<file path="config.mk">
export PLATFORM = sky130hd
export DESIGN_NAME = sifhPeakTop
export DESIGN_NICKNAME = d
export VERILOG_FILES = /design/src/logic/sampleFormatPkg.sv /design/src/logic/histPhasePkg.sv /design/src/logic/binDecoder.sv /design/src/logic/histogramBuilder.sv /design/src/logic/peakDetector.sv /design/src/logic/peakResult.sv /design/src/logic/sifhPeakTop.sv
export SDC_FILE = /design/constraint.sdc
export NUM_CORES = 1
export LEC_CHECK = 0
export BUFFER_PORTS_ARGS = -buffer_cell sky130_fd_sc_hd__buf_2
export CAP_MARGIN = 30
export CORE_MARGIN = 8
export CORE_UTILIZATION = 59
export DETAILED_ROUTE_END_ITERATION = 10
export PLACE_DENSITY = 0.78
export SYNTH_ARGS = -nofsm -noshare
export SYNTH_HDL_FRONTEND = slang
export SYNTH_SLANG_ARGS = --single-unit
</file>
<file path="constraint.sdc">
create_clock -name clk -period 8.2 [get_ports clk]
set_input_delay 0.41 -clock clk [delete_from_list [all_inputs] [get_ports clk]]
set_output_delay 0.41 -clock clk [all_outputs]
set_load 0.02 [all_outputs]
</file>
<file path="src/logic/sampleFormatPkg.sv">
`default_nettype none

package sampleFormatPkg;

    // raw sample word width
    localparam int SAMPLE_WIDTH = 12;
    // bits per bin field for 16 bins
    localparam int BIN_WIDTH = 4;
    // bits below the fine field
    localparam int RESIDUE_WIDTH = 4;
    localparam int NUM_BINS = 1 << BIN_WIDTH;

    typedef logic [BIN_WIDTH-1:0] binIndex_t;

    // coarse pass sees only the top field
    typedef struct packed {
        binIndex_t coarseBin;
        logic [SAMPLE_WIDTH-BIN_WIDTH-1:0] remainder;
    } coarseView_t;

    // fine pass splits the remainder further
    typedef struct packed {
        binIndex_t windowTag;
        binIndex_t fineBin;
        logic [RESIDUE_WIDTH-1:0] residue;
    } fineView_t;

    // one sample word with two decodes
    typedef union packed {
        coarseView_t coarse;
        fineView_t fine;
    } sampleWord_u;

endpackage

`default_nettype wire

</file>
<file path="src/logic/histPhasePkg.sv">
`default_nettype none

package histPhasePkg;

    // acquisition phases of the two-pass histogram
    // idle until start
    // coarse counts the top bin field
    // fine counts inside the coarse peak window
    // scan wait covers drain and peak scan
    typedef enum logic [1:0] {
        IDLE      = 2'd0,
        COARSE    = 2'd1,
        FINE      = 2'd2,
        SCAN_WAIT = 2'd3
    } phase_e;

    // counter width when nothing overrides it
    localparam int DEFAULT_COUNT_WIDTH = 8;

endpackage

`default_nettype wire

</file>
<file path="src/logic/binDecoder.sv">
`timescale 1ns/1ps
`default_nettype none

module binDecoder (
    input wire clk,
    input wire rst,
    input wire sampleValid,
    input wire sampleFormatPkg::sampleWord_u sample,
    input wire histPhasePkg::phase_e phase,
    input wire sampleFormatPkg::binIndex_t coarsePeak,
    output logic binValid,
    output sampleFormatPkg::binIndex_t binIndex,
    output logic sampleSeen
);

    logic accept;
    logic inWindow;

    // strobe taken only in an acquiring phase
    assign accept = sampleValid &&
        (phase == histPhasePkg::COARSE || phase == histPhasePkg::FINE);

    // fine pass window is the coarse peak bin
    assign inWindow = (sample.fine.windowTag == coarsePeak);

    // every accepted strobe counts toward the pass length
    assign sampleSeen = accept;

    always_ff @(posedge clk) begin
        if (rst) begin
            binValid <= 1'b0;
        end else begin
            // out of window samples give no bin
            binValid <= accept && (phase == histPhasePkg::COARSE || inWindow);
        end
    end

    // bin field picked by phase one cycle behind the strobe
    always_ff @(posedge clk) begin
        if (accept) begin
            if (phase == histPhasePkg::FINE) begin
                binIndex <= sample.fine.fineBin;
            end else begin
                binIndex <= sample.coarse.coarseBin;
            end
        end
    end

    // builder holds the phase through the drain cycle
    binOnlyWhileAcquiring: assert property (@(posedge clk) disable iff (rst)
        binValid |-> (phase == histPhasePkg::COARSE || phase == histPhasePkg::FINE))
        else $error("binDecoder: binValid in idle or scan phase");

endmodule

`default_nettype wire

</file>
<file path="src/logic/histogramBuilder.sv">
`timescale 1ns/1ps
`default_nettype none

module histogramBuilder #(
    parameter int samplesPerPass = 20,
    parameter int countWidth = histPhasePkg::DEFAULT_COUNT_WIDTH
) (
    input wire clk,
    input wire rst,
    input wire start,
    input wire binValid,
    input wire sampleFormatPkg::binIndex_t binIndex,
    input wire sampleSeen,
    input wire peakValid,
    output histPhasePkg::phase_e phase,
    output logic acquiring,
    output logic scanStart,
    output logic [sampleFormatPkg::NUM_BINS*countWidth-1:0] countBank
);

    localparam int strobeWidth = $clog2(samplesPerPass + 1);
    localparam logic [countWidth-1:0] countMax = '1;

    logic [strobeWidth-1:0] strobeCount;
    logic fineScan;
    logic clearBank;
    logic lastStrobe;
    logic [countWidth-1:0] binCount;

    // count of the bin being hit
    assign binCount = countBank[binIndex*countWidth +: countWidth];

    // final strobe of this pass
    assign lastStrobe = sampleSeen && (strobeCount == strobeWidth'(samplesPerPass - 1));

    // bank cleared when a pass opens
    assign clearBank = (phase == histPhasePkg::IDLE && start) ||
        (phase == histPhasePkg::SCAN_WAIT && peakValid && !fineScan);

    always_ff @(posedge clk) begin
        if (rst) begin
            phase <= histPhasePkg::IDLE;
            acquiring <= 1'b0;
            scanStart <= 1'b0;
            fineScan <= 1'b0;
            strobeCount <= '0;
        end else begin
            scanStart <= 1'b0;
            // strobes arrive only while acquiring
            if (sampleSeen) begin
                strobeCount <= strobeCount + 1'b1;
            end
            if (lastStrobe) begin
                acquiring <= 1'b0;
            end
            case (phase)
                histPhasePkg::IDLE: begin
                    if (start) begin
                        phase <= histPhasePkg::COARSE;
                        acquiring <= 1'b1;
                        strobeCount <= '0;
                    end
                end
                histPhasePkg::COARSE, histPhasePkg::FINE: begin
                    // one drain cycle for the last increment
                    if (!acquiring) begin
                        phase <= histPhasePkg::SCAN_WAIT;
                        scanStart <= 1'b1;
                        fineScan <= (phase == histPhasePkg::FINE);
                    end
                end
                histPhasePkg::SCAN_WAIT: begin
                    if (peakValid) begin
                        if (fineScan) begin
                            phase <= histPhasePkg::IDLE;
                        end else begin
                            // coarse peak known so the fine pass opens
                            phase <= histPhasePkg::FINE;
                            acquiring <= 1'b1;
                            strobeCount <= '0;
                        end
                    end
                end
                default: phase <= histPhasePkg::IDLE;
            endcase
        end
    end

    // saturating bin counters
    always_ff @(posedge clk) begin
        if (clearBank) begin
            countBank <= '0;
        end else if (binValid && binCount != countMax) begin
            countBank[binIndex*countWidth +: countWidth] <= binCount + 1'b1;
        end
    end

    // acquiring must close before the pass overruns
    strobeBound: assert property (@(posedge clk) disable iff (rst)
        strobeCount <= strobeWidth'(samplesPerPass))
        else $error("histogramBuilder: accepted strobes exceed pass length");

endmodule

`default_nettype wire

</file>
<file path="src/logic/peakDetector.sv">
`timescale 1ns/1ps
`default_nettype none

module peakDetector #(
    parameter int countWidth = histPhasePkg::DEFAULT_COUNT_WIDTH
) (
    input wire clk,
    input wire rst,
    input wire scanStart,
    input wire [sampleFormatPkg::NUM_BINS*countWidth-1:0] countBank,
    output logic peakValid,
    output sampleFormatPkg::binIndex_t peakIndex,
    output logic [countWidth-1:0] peakCountOut
);

    localparam sampleFormatPkg::binIndex_t lastBin =
        sampleFormatPkg::binIndex_t'(sampleFormatPkg::NUM_BINS - 1);

    logic scanning;
    sampleFormatPkg::binIndex_t scanIdx;
    logic [countWidth-1:0] scanCount;
    logic better;

    // bin under inspection this cycle
    assign scanCount = countBank[scanIdx*countWidth +: countWidth];

    // strictly greater so lower bins keep ties
    assign better = scanCount > peakCountOut;

    always_ff @(posedge clk) begin
        if (rst) begin
            scanning <= 1'b0;
            scanIdx <= '0;
            peakValid <= 1'b0;
        end else begin
            peakValid <= 1'b0;
            if (scanStart) begin
                scanning <= 1'b1;
                scanIdx <= '0;
            end else if (scanning) begin
                scanIdx <= scanIdx + 1'b1;
                // result ready the cycle after the last bin
                if (scanIdx == lastBin) begin
                    scanning <= 1'b0;
                    peakValid <= 1'b1;
                end
            end
        end
    end

    // running best seeded at bin 0 with zero
    always_ff @(posedge clk) begin
        if (scanStart) begin
            peakIndex <= '0;
            peakCountOut <= '0;
        end else if (scanning && better) begin
            peakIndex <= scanIdx;
            peakCountOut <= scanCount;
        end
    end

    // builder launches one scan at a time
    noOverlappedScan: assert property (@(posedge clk) disable iff (rst)
        scanStart |-> !scanning)
        else $error("peakDetector: scanStart during a running scan");

endmodule

`default_nettype wire

</file>
<file path="src/logic/peakResult.sv">
`timescale 1ns/1ps
`default_nettype none

module peakResult #(
    parameter int countWidth = histPhasePkg::DEFAULT_COUNT_WIDTH
) (
    input wire clk,
    input wire rst,
    input wire peakValid,
    input wire sampleFormatPkg::binIndex_t peakIndex,
    input wire [countWidth-1:0] peakCountOut,
    input wire histPhasePkg::phase_e phase,
    output sampleFormatPkg::binIndex_t coarsePeak,
    output logic done,
    output logic [sampleFormatPkg::SAMPLE_WIDTH-1:0] peakValue,
    output sampleFormatPkg::binIndex_t coarseBin,
    output sampleFormatPkg::binIndex_t fineBin,
    output logic [countWidth-1:0] peakCount
);

    // middle of a fine bin is binary 1000
    localparam logic [sampleFormatPkg::RESIDUE_WIDTH-1:0] midResidue =
        {1'b1, {(sampleFormatPkg::RESIDUE_WIDTH-1){1'b0}}};

    logic finePass;
    sampleFormatPkg::sampleWord_u peakWord;

    always_ff @(posedge clk) begin
        if (rst) begin
            finePass <= 1'b0;
            done <= 1'b0;
        end else begin
            // remember which pass the scan belongs to
            if (phase == histPhasePkg::COARSE) begin
                finePass <= 1'b0;
            end else if (phase == histPhasePkg::FINE) begin
                finePass <= 1'b1;
            end
            done <= peakValid && finePass;
        end
    end

    always_ff @(posedge clk) begin
        if (peakValid && !finePass) begin
            coarseBin <= peakIndex;
        end
        if (peakValid && finePass) begin
            fineBin <= peakIndex;
            peakCount <= peakCountOut;
        end
    end

    // coarse peak sets the fine window
    assign coarsePeak = coarseBin;

    // rebuild a sample word from both bins
    always_comb begin
        peakWord.fine.windowTag = coarseBin;
        peakWord.fine.fineBin = fineBin;
        peakWord.fine.residue = midResidue;
    end

    assign peakValue = peakWord;

endmodule

`default_nettype wire

</file>
<file path="src/logic/sifhPeakTop.sv">
`timescale 1ns/1ps
`default_nettype none

module sifhPeakTop #(
    parameter int samplesPerPass = 20,
    parameter int countWidth = 4
) (
    input wire clk,
    input wire rst,
    input wire start,
    input wire sampleValid,
    input wire [sampleFormatPkg::SAMPLE_WIDTH-1:0] sample,
    output logic acquiring,
    output logic done,
    output logic [sampleFormatPkg::SAMPLE_WIDTH-1:0] peakValue,
    output sampleFormatPkg::binIndex_t coarseBin,
    output sampleFormatPkg::binIndex_t fineBin,
    output logic [countWidth-1:0] peakCount
);

    logic sampleGated;
    logic binValid;
    sampleFormatPkg::binIndex_t binIndex;
    logic sampleSeen;
    histPhasePkg::phase_e phase;
    sampleFormatPkg::binIndex_t coarsePeak;
    logic scanStart;
    logic [sampleFormatPkg::NUM_BINS*countWidth-1:0] countBank;
    logic peakValid;
    sampleFormatPkg::binIndex_t peakIndex;
    logic [countWidth-1:0] peakCountOut;

    // strobes outside acquisition are dropped here
    assign sampleGated = sampleValid & acquiring;

    binDecoder decodeU0 (
        .clk(clk),
        .rst(rst),
        .sampleValid(sampleGated),
        .sample(sample),
        .phase(phase),
        .coarsePeak(coarsePeak),
        .binValid(binValid),
        .binIndex(binIndex),
        .sampleSeen(sampleSeen)
    );

    histogramBuilder #(
        .samplesPerPass(samplesPerPass),
        .countWidth(countWidth)
    ) builderU0 (
        .clk(clk),
        .rst(rst),
        .start(start),
        .binValid(binValid),
        .binIndex(binIndex),
        .sampleSeen(sampleSeen),
        .peakValid(peakValid),
        .phase(phase),
        .acquiring(acquiring),
        .scanStart(scanStart),
        .countBank(countBank)
    );

    peakDetector #(
        .countWidth(countWidth)
    ) detectU0 (
        .clk(clk),
        .rst(rst),
        .scanStart(scanStart),
        .countBank(countBank),
        .peakValid(peakValid),
        .peakIndex(peakIndex),
        .peakCountOut(peakCountOut)
    );

    // result side also feeds the decoder window
    peakResult #(
        .countWidth(countWidth)
    ) resultU0 (
        .clk(clk),
        .rst(rst),
        .peakValid(peakValid),
        .peakIndex(peakIndex),
        .peakCountOut(peakCountOut),
        .phase(phase),
        .coarsePeak(coarsePeak),
        .done(done),
        .peakValue(peakValue),
        .coarseBin(coarseBin),
        .fineBin(fineBin),
        .peakCount(peakCount)
    );

endmodule

`default_nettype wire

</file>
### Word-level counts from Yosys, hierarchy flattened

Cells that the tools add are included.

* register bits after elaboration: 107
* input bits: 16
* output and inout port bits: 26
* word-level logic and storage cells: 86

* add/sub/neg operators: 4
* order comparisons: 1
* eq/ne operators: 10
* shifts and indexed selects: 4
* mux-type cells: 22
* bitwise gates (word level): 4
* reductions and logical operators: 23

Operators with widths (number)
* $shiftx 64x7->4: 2
* $bwmux 64: 1
* $shift 4x34->64 const A: 1
* $shiftx 4x34->64: 1
* $neg 6->34: 1
* $mux 5: 4
* $logic_and 1x1->1: 10
* $pmux 5 s2: 1
* $mux 1: 9
* $add 4x1->4 const B: 2
* $mux 2: 4
* $reduce_or 2->1: 4
* $pmux 2 s3: 1
* $add 5x1->5 const B: 1
* $eq 5x5->1 const B: 1
* $eq 2x2->1 const B: 2
* $eq 4x4->1: 1
* $eq 4x4->1 const B: 1
* $gt 4x4->1: 1
* $mux 4: 1
* $ne 2x2->1 const B: 2
* $ne 4x4->1 const B: 1
* $logic_or 1x1->1: 3
* $not 1->1: 3
* other kinds (9): 10

### Depth between registers and ports, before layout

* depth after elaboration: 8
* depth in mapped cells: 14
* mapped depth without buffers: 11

### Cells and area by module

Synthesis repeated with hierarchy kept, for this count alone.

* cells, all modules: 588
* area total of the unflattened synthesis: 5958.2 um^2

By module, submodules not included
* histogramBuilder: times used 1, cells an instance 419, area each 3839.9 um^2, sequential area each 1481.4 um^2
* peakDetector: times used 1, cells an instance 109, area each 1253.7 um^2, sequential area each 280.3 um^2
* peakResult: times used 1, cells an instance 39, area each 578.1 um^2, sequential area each 400.4 um^2
* binDecoder: times used 1, cells an instance 20, area each 280.3 um^2, sequential area each 140.1 um^2
* sifhPeakTop: times used 1, cells an instance 1, area each 6.3 um^2, sequential area each 0.0 um^2

### Least setup slack after synthesis

OpenSTA, ideal clock, no wires.

* kind: register -> register
* start: register detectU0.scanIdx[0]
* end: register detectU0.peakIndex[0]
* library setup time: 0.127 ns
* arrival: 3.760 ns
* required time: 8.073 ns
* slack: 4.313 ns
* stages on the path, launching flop included: 13
* buffers on the path: 2
* period minus slack after synthesis: 3.887 ns
* path through: dfxtp_1 clkbuf_1 buf_1 mux4_2 mux4_2 ha_1 nor2b_1 o21ai_0 nand2b_1 a21oi_1 nor2_1 mux2i_1 nor2_1

* longest elaborated chain between the ends: 3

Ends and longest elaborated chain
* start: declaration: line peakDetector.sv:20 `sampleFormatPkg::binIndex_t scanIdx;`
* start signal: assignment: line peakDetector.sv:41 `scanIdx <= scanIdx + 1'b1;`
* $shiftx 64x7->4: line peakDetector.sv:25 `assign scanCount = countBank[scanIdx*countWidth +: countWidth];`
* net detectU0.scanCount[1]: line peakDetector.sv:21 `logic [countWidth-1:0] scanCount;`
* $gt 4x4->1: line peakDetector.sv:28 `assign better = scanCount > peakCountOut;`
* $logic_and 1x1->1: line peakDetector.sv:56 `end else if (scanning && better) begin`
* end signal: assignment: line peakDetector.sv:57 `peakIndex <= scanIdx;`
* end: declaration: line peakDetector.sv:12 `output sampleFormatPkg::binIndex_t peakIndex,`

The timed path passes the listed nets, and every way through them passes these cells.
A chain may end at the register's enable or synchronous reset.

### Final worst setup path

* start: register detectU0.scanIdx[1]
* end: register detectU0.peakCountOut[2]

* longest elaborated chain between the ends: 3

Ends and longest elaborated chain
* $shiftx 64x7->4: line peakDetector.sv:25
* net detectU0.scanCount[1]: line peakDetector.sv:21
* $gt 4x4->1: line peakDetector.sv:28
* $logic_and 1x1->1: line peakDetector.sv:56
* end signal: assignment: line peakDetector.sv:58 `peakCountOut <= scanCount;`
* end: declaration: line peakDetector.sv:13 `output logic [countWidth-1:0] peakCountOut`

The timed path passes the listed nets, and every way through them passes these cells.

==> impl_results.md <==
* Post-layout util at a little over three fifths
* Minimum clock period at 3.77 ns
* Setup bufs post-CTS at 0
* Layout Nets at 600
* Static Leak at between 2 and 2.5 nW
* Tot GR Track Use at 21.7%
* Largest net degree at the start of global routing at 50
* Initial core utilization at 59.5%
* Crit-path max FO at 20
* GP Congestion at roughly 0.9
* FF+latch count, synth at roughly 110
* Commonest cells after routing, fill and taps aside: nor2_1 (91), dfxtp_1 (91), mux2i_1 (69), buf_2 (34), mux4_2 (32)
* Antenna viol nets, final at 0
* Post-synth EDFFs at 16
* CTS tree: built
* Crit path kind: flip-flop to flip-flop
* Non-Filler Instances at 704
* Clk root buf: clkbuf_8
* PostCTS Resize Cnt at 0
* Top FF cell, synth: dfxtp_1
* RSZ-0062 raised after global routing: no
* FF-to-FF End: detectU0.peakCountOut[2]
* Row count at 36
* Arrival time worst endpoint at 4.06 ns
* Worst R2R Path Depth at 10
* Achievable frequency at 265 MHz
* Worst reg2reg startpoint: detectU0.scanIdx[1]
* Post-placement worst setup slack at ~4.5 ns
* Worst Path Buf+Inv at 0
* Number of global-route vias before repair at 4273
* Routed wire length per instance at between 15 and 20 um
* Crit-path cells: mux4_2, mux4_2, ha_1, nor2b_1, o21ai_0, nand2b_1, a21oi_1, nor2_1, mux2i_1, nor2_1
* Fin area at slightly above 0.006 mm^2
* Clk Latency, worst-skew pair at 0.39 ns
* Pwr Density at 162 mW/mm^2
* Worst vdd ir at 91.7 uV
* DRT iter0 DRCs at 370
* I/O pin count at 42
* Hold Crit Class: primary input to flip-flop
* Worst path depth at 10
* Worst hold slack at 0.327 ns
* Num CTS Buffers at 9
* CP endpoint kind: flip-flop
* Final Power at 0.977 mW
* Clk sinks at between 100 and 150
* Fin worst setup slack at ~4.4 ns
* Hold_buf cts at 0
* GRT overflow at 0
* Post-route DRC at 0
* Die X-Extent at 114 um
* DR vias at 4280
* Final Cycle Share at 46.0%
* Vias per cell at 6.08
* Fin. max-slew vios at 0
* Largest stage delay on the critical path at 0.99 ns
* Final setup TNS at 0 ns
* DIE HEIGHT at approximately 110 um
* Synth-to-layout area growth at 6.03%
* Final Hold Viols at 0
* Worst Tran Pin Value at 1.00 ns
* Proportion of layout cells with a drive suffix above 1 at around 18%
* Drt pass-1 iters at 5
* Initial antenna violation count at 0
* Reg2Reg Setup Slack at 4.43 ns
* Yosys cell types at 49
* Die area at 0.0131 mm^2
* First-pass GRT wire length at around 22 mm
* Area after DPL at 0.00584 mm^2
* Dpl hpwl at around 9.8 mm
* Clock Skews at around 0.014 ns
* CP startpoint kind: flip-flop
* Relative slew slack at 32.5%
* H-tree depth at 3
* Drt total wl at 13.6 mm
* Synthesized area at between 0.005 and 0.006 mm^2
* Clk buf depth at 2
* Post-synth ARST share at 0%
* Outcome: finished clean
* Crit-path leading delay family: multiplexers
* Max-cap viol count at 0
* Mean post-synth cell area at 10.2 um^2
* Placed cells at 688
* IO Port Bufs at 33
* Synthesized instance count at 562
* Core Box Area at 0.00959 mm^2
* Clk slew on worst S/H paths at between 0.1 and 0.15 ns
* Crit path max-delay cell type: dfxtp_1
* Final setup fails at 0
* Register area share after synthesis at 40.3%
* ANT cells at 0
* Setup crit start: detectU0.scanIdx[1]
* CP Data Required Time at 8.49 ns
* Setup crit end: detectU0.peakCountOut[2]
* Yosys warns at 0
-- worst min path at each step --
stage,cells past startpoint,to,startpoint,slack (ns)
CTS,2,decodeU0.binIndex[1],sample[5],0.32
global placement,0,resultU0.peakCount[1],detectU0.peakCountOut[1],0.44
detailed placement,0,resultU0.peakCount[1],detectU0.peakCountOut[1],0.45
global route,2,decodeU0.binIndex[1],sample[5],0.32
floorplan,0,resultU0.coarseBin[0],detectU0.peakIndex[0],0.42
finish,2,decodeU0.binIndex[1],sample[5],0.33
-- cell families (layout without fill, tap and decap cells) --
logic type      after synthesis  count (layout)  share of synthesized area (%)
mux                         106             106                           25.8
flops                       107             107                           40.3
xor+xnor                     13              13                           1.99
simple gates                202             202                           16.6
buf+inv                      63              70                           5.33
other cells                   2               4                          0.132
fa+ha+maj                    18              18                           3.95
compound gates               51              51                           5.92
-- report_power, final --
part           switching (mW)  internal (mW)  total [mW]
combinational          0.0600         0.0351      0.0951
sequential             0.0113          0.537       0.548
clock                   0.210          0.125       0.334
total                   0.281          0.697       0.977
-- state kept, by name (all words and copies together), names as in the netlist, 2 cells and up --
name                   count
resultU0.fineBin           4
detectU0.peakIndex         4
detectU0.peakCountOut      4
decodeU0.binIndex          4
builderU0.countBank       64
builderU0.strobeCount      5
builderU0.phase            2
resultU0.coarseBin         4
resultU0.peakCount         4
detectU0.scanIdx           4
-- synthesized netlist by cell type, types with 13 or more instances --
library cell | number | area share [%]
mux2i_1 | 69 | 12
nand3_1 | 21 | 1.8
clkbuf_1 | 25 | 1.6
ha_1 | 18 | 3.9
o21ai_0 | 13 | 1.1
nor2_1 | 91 | 6.0
a21oi_1 | 14 | 1.2
mux4_2 | 32 | 13
inv_1 | 15 | 0.99
nand2_1 | 29 | 1.9
dfxtp_1 | 91 | 32
edfxtp_1 | 16 | 8.4
-- per-layer routing --
metal | part of all wire [%] | wire length (um) | up-vias | track usage (%)
li1 | - | - | 1998 | -
met1 | 40 | 5470 | 2063 | 25.2
met2 | 49 | 6660 | 180 | 37.1
met3 | 7.9 | 1080 | 39 | 5.17
met4 | 2.9 | 399 | 0 | 9.67
met5 | 0 | 0 | - | 0
-- area by class of cell --
| cell class | instances | area, um^2 |
|---|---|---|
| tap | 133 | 166 |
| multi-input combinational | 394 | 3110 |
| sequential | 107 | 2300 |
| fill | 757 | 3540 |
| inverter | 15 | 56.3 |
| timing repair buffer | 39 | 208 |
| clock buffer | 9 | 124 |
| clock inverter | 7 | 86.3 |
No activity file was read; power rests on OpenSTA's default activity.
